$ cat src/logic/div_consts.svh
`ifndef DIV_CONSTS_SVH
`define DIV_CONSTS_SVH

// Operand and result width, keeps the subtraction loop short enough to test
`define DIV_WIDTH 16

// Number of divider peers sharing the result bus
`define DIV_CHANNELS 2

// Cycle counter, wide enough for a full 16 bit quotient plus load
`define DIV_COUNT_WIDTH 24

`endif
$ cat src/logic/div_pkg.sv
`default_nettype none

`include "div_consts.svh"

package div_pkg;

	// Dividend, divisor, quotient or remainder
	typedef logic [`DIV_WIDTH-1:0] operand_t;

	// Cycles spent on one division
	typedef logic [`DIV_COUNT_WIDTH-1:0] count_t;

	// Channel index on the result bus
	typedef logic [$clog2(`DIV_CHANNELS)-1:0] channel_t;

	// Divider FSM
	typedef enum logic [1:0] {
		st_idle, // Waiting for start
		st_load, // Operands latched, first compare
		st_loop, // One subtraction per cycle
		st_hold  // Result pending until grant
	} div_state_t;

endpackage

`default_nettype wire

$ cat src/logic/div_cluster.sv
`default_nettype none

module div_cluster (
	input logic clock,
	input logic nreset,
	input logic start_0, // Channel 0 request
	input div_pkg::operand_t dividend_0,
	input div_pkg::operand_t divisor_0,
	output logic busy_0,
	input logic start_1, // Channel 1 request
	input div_pkg::operand_t dividend_1,
	input div_pkg::operand_t divisor_1,
	output logic busy_1,
	output logic result_valid, // Shared result bus
	output div_pkg::channel_t result_channel,
	output div_pkg::operand_t result_quotient,
	output div_pkg::operand_t result_remainder,
	output div_pkg::count_t result_cycles,
	output logic result_error
);
	import div_pkg::*;

	// Unit to arbiter
	logic pending_0;
	logic pending_1;
	logic grant_0;
	logic grant_1;
	operand_t quotient_0;
	operand_t quotient_1;
	operand_t remainder_0;
	operand_t remainder_1;
	count_t cycles_0;
	count_t cycles_1;
	logic div_error_0;
	logic div_error_1;

	div_unit unit_0 (
		.clock(clock),
		.nreset(nreset),
		.start(start_0),
		.dividend(dividend_0),
		.divisor(divisor_0),
		.grant(grant_0),
		.busy(busy_0),
		.pending(pending_0),
		.quotient(quotient_0),
		.remainder(remainder_0),
		.cycles(cycles_0),
		.div_error(div_error_0)
	);

	div_unit unit_1 (
		.clock(clock),
		.nreset(nreset),
		.start(start_1),
		.dividend(dividend_1),
		.divisor(divisor_1),
		.grant(grant_1),
		.busy(busy_1),
		.pending(pending_1),
		.quotient(quotient_1),
		.remainder(remainder_1),
		.cycles(cycles_1),
		.div_error(div_error_1)
	);

	// One result per cycle onto the bus
	result_arbiter arbiter (
		.clock(clock),
		.nreset(nreset),
		.pending_0(pending_0),
		.quotient_0(quotient_0),
		.remainder_0(remainder_0),
		.cycles_0(cycles_0),
		.div_error_0(div_error_0),
		.pending_1(pending_1),
		.quotient_1(quotient_1),
		.remainder_1(remainder_1),
		.cycles_1(cycles_1),
		.div_error_1(div_error_1),
		.grant_0(grant_0),
		.grant_1(grant_1),
		.result_valid(result_valid),
		.result_channel(result_channel),
		.result_quotient(result_quotient),
		.result_remainder(result_remainder),
		.result_cycles(result_cycles),
		.result_error(result_error)
	);

endmodule

`default_nettype wire

$ cat src/logic/result_arbiter.sv
`default_nettype none

module result_arbiter (
	input logic clock,
	input logic nreset,
	input logic pending_0,
	input div_pkg::operand_t quotient_0,
	input div_pkg::operand_t remainder_0,
	input div_pkg::count_t cycles_0,
	input logic div_error_0,
	input logic pending_1,
	input div_pkg::operand_t quotient_1,
	input div_pkg::operand_t remainder_1,
	input div_pkg::count_t cycles_1,
	input logic div_error_1,
	output logic grant_0,
	output logic grant_1,
	output logic result_valid,
	output div_pkg::channel_t result_channel,
	output div_pkg::operand_t result_quotient,
	output div_pkg::operand_t result_remainder,
	output div_pkg::count_t result_cycles,
	output logic result_error
);
	import div_pkg::*;

	channel_t rr_ptr; // Channel favored this cycle
	logic last_0; // Granted last cycle
	logic last_1;
	logic elig_0;
	logic elig_1;

	// A unit just granted may still show pending
	assign elig_0 = pending_0 & ~last_0;
	assign elig_1 = pending_1 & ~last_1;

	// Round robin pick, at most one grant
	always_comb begin
		if (rr_ptr == channel_t'(0)) begin
			grant_0 = elig_0;
			grant_1 = elig_1 & ~elig_0;
		end else begin
			grant_1 = elig_1;
			grant_0 = elig_0 & ~elig_1;
		end
	end

	always_ff @(posedge clock or negedge nreset) begin
		if (!nreset) begin
			rr_ptr <= channel_t'(0); // Channel 0 first after reset
			last_0 <= 1'b0;
			last_1 <= 1'b0;
			result_valid <= 1'b0;
		end else begin
			last_0 <= grant_0;
			last_1 <= grant_1;
			result_valid <= grant_0 | grant_1; // One cycle pulse
			if (grant_0) begin
				rr_ptr <= channel_t'(1); // Pass to the other channel
			end else if (grant_1) begin
				rr_ptr <= channel_t'(0);
			end
		end
	end

	// Result bus payload
	always_ff @(posedge clock) begin
		if (grant_0) begin
			result_channel <= channel_t'(0);
			result_quotient <= quotient_0;
			result_remainder <= remainder_0;
			result_cycles <= cycles_0;
			result_error <= div_error_0;
		end else if (grant_1) begin
			result_channel <= channel_t'(1);
			result_quotient <= quotient_1;
			result_remainder <= remainder_1;
			result_cycles <= cycles_1;
			result_error <= div_error_1;
		end
	end

endmodule

`default_nettype wire

$ cat src/logic/div_unit.sv
`default_nettype none

module div_unit (
	input logic clock,
	input logic nreset,
	input logic start, // Ignored unless idle
	input div_pkg::operand_t dividend,
	input div_pkg::operand_t divisor,
	input logic grant, // From arbiter, one cycle
	output logic busy,
	output logic pending,
	output div_pkg::operand_t quotient,
	output div_pkg::operand_t remainder,
	output div_pkg::count_t cycles,
	output logic div_error
);
	import div_pkg::*;

	div_state_t state;
	div_state_t state_next;
	operand_t divisor_r; // Latched divisor
	operand_t diff; // Remainder after one more subtraction
	logic div_zero;

	assign diff = remainder - divisor_r;
	assign div_zero = (divisor_r == '0);

	// Next state
	always_comb begin
		state_next = state;
		case (state)
			st_idle: begin
				if (start) begin
					state_next = st_load;
				end
			end
			st_load: begin
				// Zero divisor or nothing to subtract ends at once
				if (div_zero || (remainder < divisor_r)) begin
					state_next = st_hold;
				end else begin
					state_next = st_loop;
				end
			end
			st_loop: begin
				if (diff < divisor_r) begin // Last subtraction this cycle
					state_next = st_hold;
				end
			end
			st_hold: begin
				if (grant) begin
					state_next = st_idle; // Result taken by arbiter
				end
			end
			default: begin
				state_next = st_idle;
			end
		endcase
	end

	always_ff @(posedge clock or negedge nreset) begin
		if (!nreset) begin
			state <= st_idle;
		end else begin
			state <= state_next;
		end
	end

	// Datapath
	always_ff @(posedge clock) begin
		case (state)
			st_idle: begin
				if (start) begin
					remainder <= dividend; // Remainder starts as dividend
					divisor_r <= divisor;
					quotient <= '0;
					cycles <= '0;
					div_error <= 1'b0;
				end
			end
			st_load: begin
				cycles <= cycles + count_t'(1); // Load cycle counts as one
				if (div_zero) begin
					quotient <= '1; // All ones on divide by zero
					div_error <= 1'b1;
				end
			end
			st_loop: begin
				remainder <= diff;
				quotient <= quotient + operand_t'(1);
				cycles <= cycles + count_t'(1);
			end
			default: begin
				// Hold keeps the result stable
			end
		endcase
	end

	// Busy from load until the edge after grant
	assign busy = (state != st_idle);

	assign pending = (state == st_hold); // Result valid toward arbiter

endmodule

`default_nettype wire

$ cat config.mk
export PLATFORM = sky130hd
export DESIGN_NAME = div_cluster
export DESIGN_NICKNAME = d
export VERILOG_FILES = /design/src/logic/div_pkg.sv /design/src/logic/div_cluster.sv /design/src/logic/result_arbiter.sv /design/src/logic/div_unit.sv
export VERILOG_INCLUDE_DIRS = /design/src /design/src/logic
export SDC_FILE = /design/constraint.sdc
export NUM_CORES = 1
export LEC_CHECK = 0
export ABC_CLOCK_PERIOD_IN_PS = 4100
export BUFFER_PORTS_ARGS = -buffer_cell sky130_fd_sc_hd__buf_2
export CELL_PAD_IN_SITES_DETAIL_PLACEMENT = 1
export CELL_PAD_IN_SITES_GLOBAL_PLACEMENT = 1
export CORE_MARGIN = 2
export CORE_UTILIZATION = 45
export CTS_BUF_LIST = sky130_fd_sc_hd__clkbuf_8
export CTS_CLUSTER_DIAMETER = 100
export DETAILED_ROUTE_END_ITERATION = 8
export PLACE_DENSITY = 0.85
export SLEW_MARGIN = 10
export SYNTH_ARGS = -nofsm -noshare
export SYNTH_HDL_FRONTEND = slang
export SYNTH_HIERARCHICAL = 1
export SYNTH_SLANG_ARGS = --single-unit
$ cat constraint.sdc
create_clock -name clock -period 4.1 [get_ports clock]
set_input_delay 0.205 -clock clock [delete_from_list [all_inputs] [get_ports clock]]
set_output_delay 0.205 -clock clock [all_outputs]
set_load 0.01 [all_outputs]
==> results_dict.tcl <==
set metrics [dict create \
    status "finished, final reports clean" \
    syn_area_um2 12700 \
    htree_num_levels 2 \
    ioPinCount 129 \
    register_area_um2 6320 \
    path_max_fanout 4 \
    multi_input_area_um2 6000 \
    fmaxAchievable_mhz 246 \
    finClkSkew_ps 39.0 \
    viasPerCell 5.80 \
    drt_wl_total_um 39700 \
    worstReg2RegStart "unit_0/remainder[0]$_DFFE_PP_" \
    dpl.hpwl_um 24700 \
    setup_tns_ps 0 \
    synth_nets 1229 \
    synthFlopType "edfxtp_1" \
    synthCells 1081 \
    grt_usage_pct 26.7 \
    syn_to_final_growth_pct 19.2 \
    reg2reg_slack_ps 40 \
    drtIter0Drc 637 \
    peakVddDrop_uv 528 \
    grt_first_pass_wirelength_um 60000 \
    rows 61 \
    hold_depth 3 \
    setup.worst_path.end_class "flip-flop" \
    place_ws_ps 51.4 \
    path_clk_slew_ps 80 \
    io_buffers 128 \
    report.final.setup_viol 0 \
    synth_top_area_share_pct 48.0 \
    synth_top_family_by_area "simple AND/OR/NAND/NOR gates" \
    crit_start "unit_0/remainder[0]$_DFFE_PP_" \
    ys_async_sr_fraction_pct 3.77 \
    synth.distinct_cells 83 \
    r2r_end "unit_0/state[0]$_DFFE_PN0P_" \
    synth-seq-area-share_pct 49.8 \
    synth_area_leaders "edfxtp_1 48%, ha_1 7.7%, mux2_2 4.9%" \
    cts_tree "yes" \
    vias 9861 \
    num_antenna_cells 0 \
    core_um2 27800 \
    cp.required_ps 4560 \
    drive_above_1_share_pct 23.7 \
    cts_sinks 212 \
    dieArea_um2 29600 \
    p_sw_share_pct 43.5 \
    synth_seq_cells 212 \
    layout_min_cycle_time_ps 4060 \
    reg2reg_depth 16 \
    grt_start_max_net_pins 58 \
    first_global_vias 10600 \
    max-slew-margin-rel_pct 23.7 \
    n_fill_cell 2997 \
    power_frac_seq_pct 34.4 \
    antenna_found_initial 0 \
    endpoint "unit_0/state[0]$_DFFE_PN0P_" \
    synthAdderAreaFrac_pct 8.01 \
    overflow 0 \
    syn_area_per_cell_um2 11.7 \
    ant_nets 0 \
    worst_pin_slew_ps 1150 \
    synth_compound_area_share_pct 11.4 \
    gp_congestion 0.881 \
    synth_edf_count 203 \
    hold_viol 0 \
    synth.area.mux_share_pct 7.25 \
    cts-buffers-inserted 40 \
    routedWlPerCell_um 23.3 \
    start_kind "flip-flop" \
    clk_latency_ps 570 \
    hold_class "in2reg" \
    p_per_area_nw_per_um2 948 \
    drc_errors 0 \
    fin_nets 1441 \
    die_h_um 172 \
    cts.path.max_buffers 3 \
    cts-root-buf "clkbuf_8" \
    crit_arrival_ps 4520 \
    synth-xor-area-share_pct 5.94 \
    die_x_um 172 \
    yosys.area.top_type "edfxtp_1" \
    leakage_uw 0.00613 \
    synthSimpleGateAreaFrac_pct 14.1 \
    start_util_pct 45.7 \
    setup_ws_ps 42.0 \
    critPathKind "reg2reg" \
    timing.final.max_slew_violations 0 \
    drt-pass1-iter-count 5 \
    p_comb_share_pct 51.8 \
    p_switching_uw 6240 \
    synth-warning-count 6 \
    power_frac_clock_pct 13.8 \
    post-route-period-util_pct 99.0 \
    p_int_uw 8100 \
    max_cap_viol_count 0 \
]
## flip-flops by register name, indices dropped and copies added (netlist names)
register                  count
arbiter/last_1                1
unit_0/div_error              1
unit_1/cycles                24
unit_1/div_error              1
unit_1/divisor_r             16
arbiter/result_channel        1
arbiter/result_cycles        24
unit_0/remainder             16
unit_0/cycles                24
unit_1/remainder             16
arbiter/rr_ptr                1
unit_0/quotient              16
unit_1/state                  2
arbiter/last_0                1
arbiter/result_error          1
unit_0/state                  2
unit_0/divisor_r             16
arbiter/result_quotient      16
unit_1/quotient              16
arbiter/result_remainder     16
arbiter/result_valid          1
## final cells by class
cell class | count | area share (%)
clock buffers | 44 | 4.00
flip-flops and latches | 212 | 41.8
clock inverters | 28 | 0.869
repair buffers | 204 | 8.97
inverters | 64 | 1.59
multi-input cells | 771 | 39.7
well taps | 378 | 3.13
## critical path, stage by stage, from the launching register on
cell      delay [ps]
edfxtp_1         410
inv_1             70
ha_2             240
fa_2             400
nand2b_1         220
a21o_1           220
a21o_1           220
and2_4           190
o21ai_1          220
xor2_1           220
ha_1             300
a21o_1           190
o21ai_1          180
a21boi_1         160
o31ai_4          320
a21oi_1          150
a311oi_1         250
## layer usage
| layer | track usage (%) | routed length, um | up-vias |
|---|---|---|---|
| li1 | - | - | 4438 |
| met1 | 30.0 | 15200 | 4882 |
| met2 | 48.7 | 20100 | 401 |
| met3 | 5.29 | 2440 | 140 |
| met4 | 12.1 | 1970 | 0 |
| met5 | 0 | 0 | - |
## power groups by stage
stage / sequential, uW / clock, uW / combinational [uW]
global placement: 4860 / 0 / 6480
global route: 5060 / 2100 / 8010
CTS: 4910 / 1970 / 6970
finish: 4930 / 1970 / 7430
floorplan: 4790 / 0 / 4770
detailed placement: 4940 / 0 / 6830
## layout by cell type, fill, tap and decap left out, drive strengths merged, types with 23 or more instances in the layout
cell type    synthesis  routed
clkbuf              23      44
a21o                23      23
nor2                37      37
inv                 63      79
and2                50      50
nand2               56      56
a21oi               64      64
edfxtp             203     203
xnor2               60      60
nor2b               40      40
dlygate4sd3          0      58
buf                 11     146
mux2                75      75
xor2                26      26
ha                  78      78
nand3               43      43
o21ai               38      38
## per-stage QoR
step	area, um^2	utilization [%]	instances	hold WS, ps	total power (uW)
final	15100	54.4	1701	20.6	14300
after global placement	13700	49.4	1566	85.1	11300
after global routing	15100	54.4	1701	3.39	15200
after detailed placement	13700	49.4	1566	84.9	11800
after floorplan	12700	-	1081	-90.6	9560
after CTS	15000	54.1	1696	1.39	13900
## cell families (layout without fill, tap and decap cells)
| group | after synthesis | count (layout) |
|---|---|---|
| DFF | 212 | 212 |
| buffers and inverters | 98 | 340 |
| muxes | 75 | 75 |
| AOI/OAI and AO/OA | 209 | 209 |
| and+or+nand+nor | 321 | 321 |
| adders and majority gates | 80 | 80 |
| xor gates and xnor gates | 86 | 86 |
## cell usage after synthesis, drive strengths merged, types with 10 or more instances
master and count:
and2 50, mux2 75, edfxtp 203, buf 11
ha 78, nand2 56, xnor2 60, nor4 12
nand3 43, nand2b 11, and4 13, nand4 20
a21oi 64, xor2 26, nor2b 40, nor3 13
a21o 23, o21a 11, o21ai 38, a211oi 10
and3 16, nor2 37, clkbuf 23, a21boi 15
inv 63
## timing repair
item | CTS | global route
setup buffers | 0 | 5
endpoints found under the setup margin | 1 | 3
gates resized for setup | 1 | 12
gates cloned | 0 | 0
pin swaps | 0 | 3
hold endpoints to repair | 65 | 0
hold buffers | 58 | 0
## how the worst min path moves through the flow
stage	endpoint	slack [ps]	startpoint
after floorplan	arbiter/last_0$_DFF_PN0_	-90	nreset
after global placement	unit_1/state[1]$_DFFE_PN0P_	90	nreset
after detailed placement	unit_1/state[0]$_DFFE_PN0P_	80	nreset
after CTS	unit_0/remainder[15]$_DFFE_PP_	1	dividend_0[15]
after global routing	unit_1/remainder[10]$_DFFE_PP_	3	dividend_1[10]
final	unit_0/remainder[15]$_DFFE_PP_	20	dividend_0[15]
No activity file was read; power rests on OpenSTA's default activity.
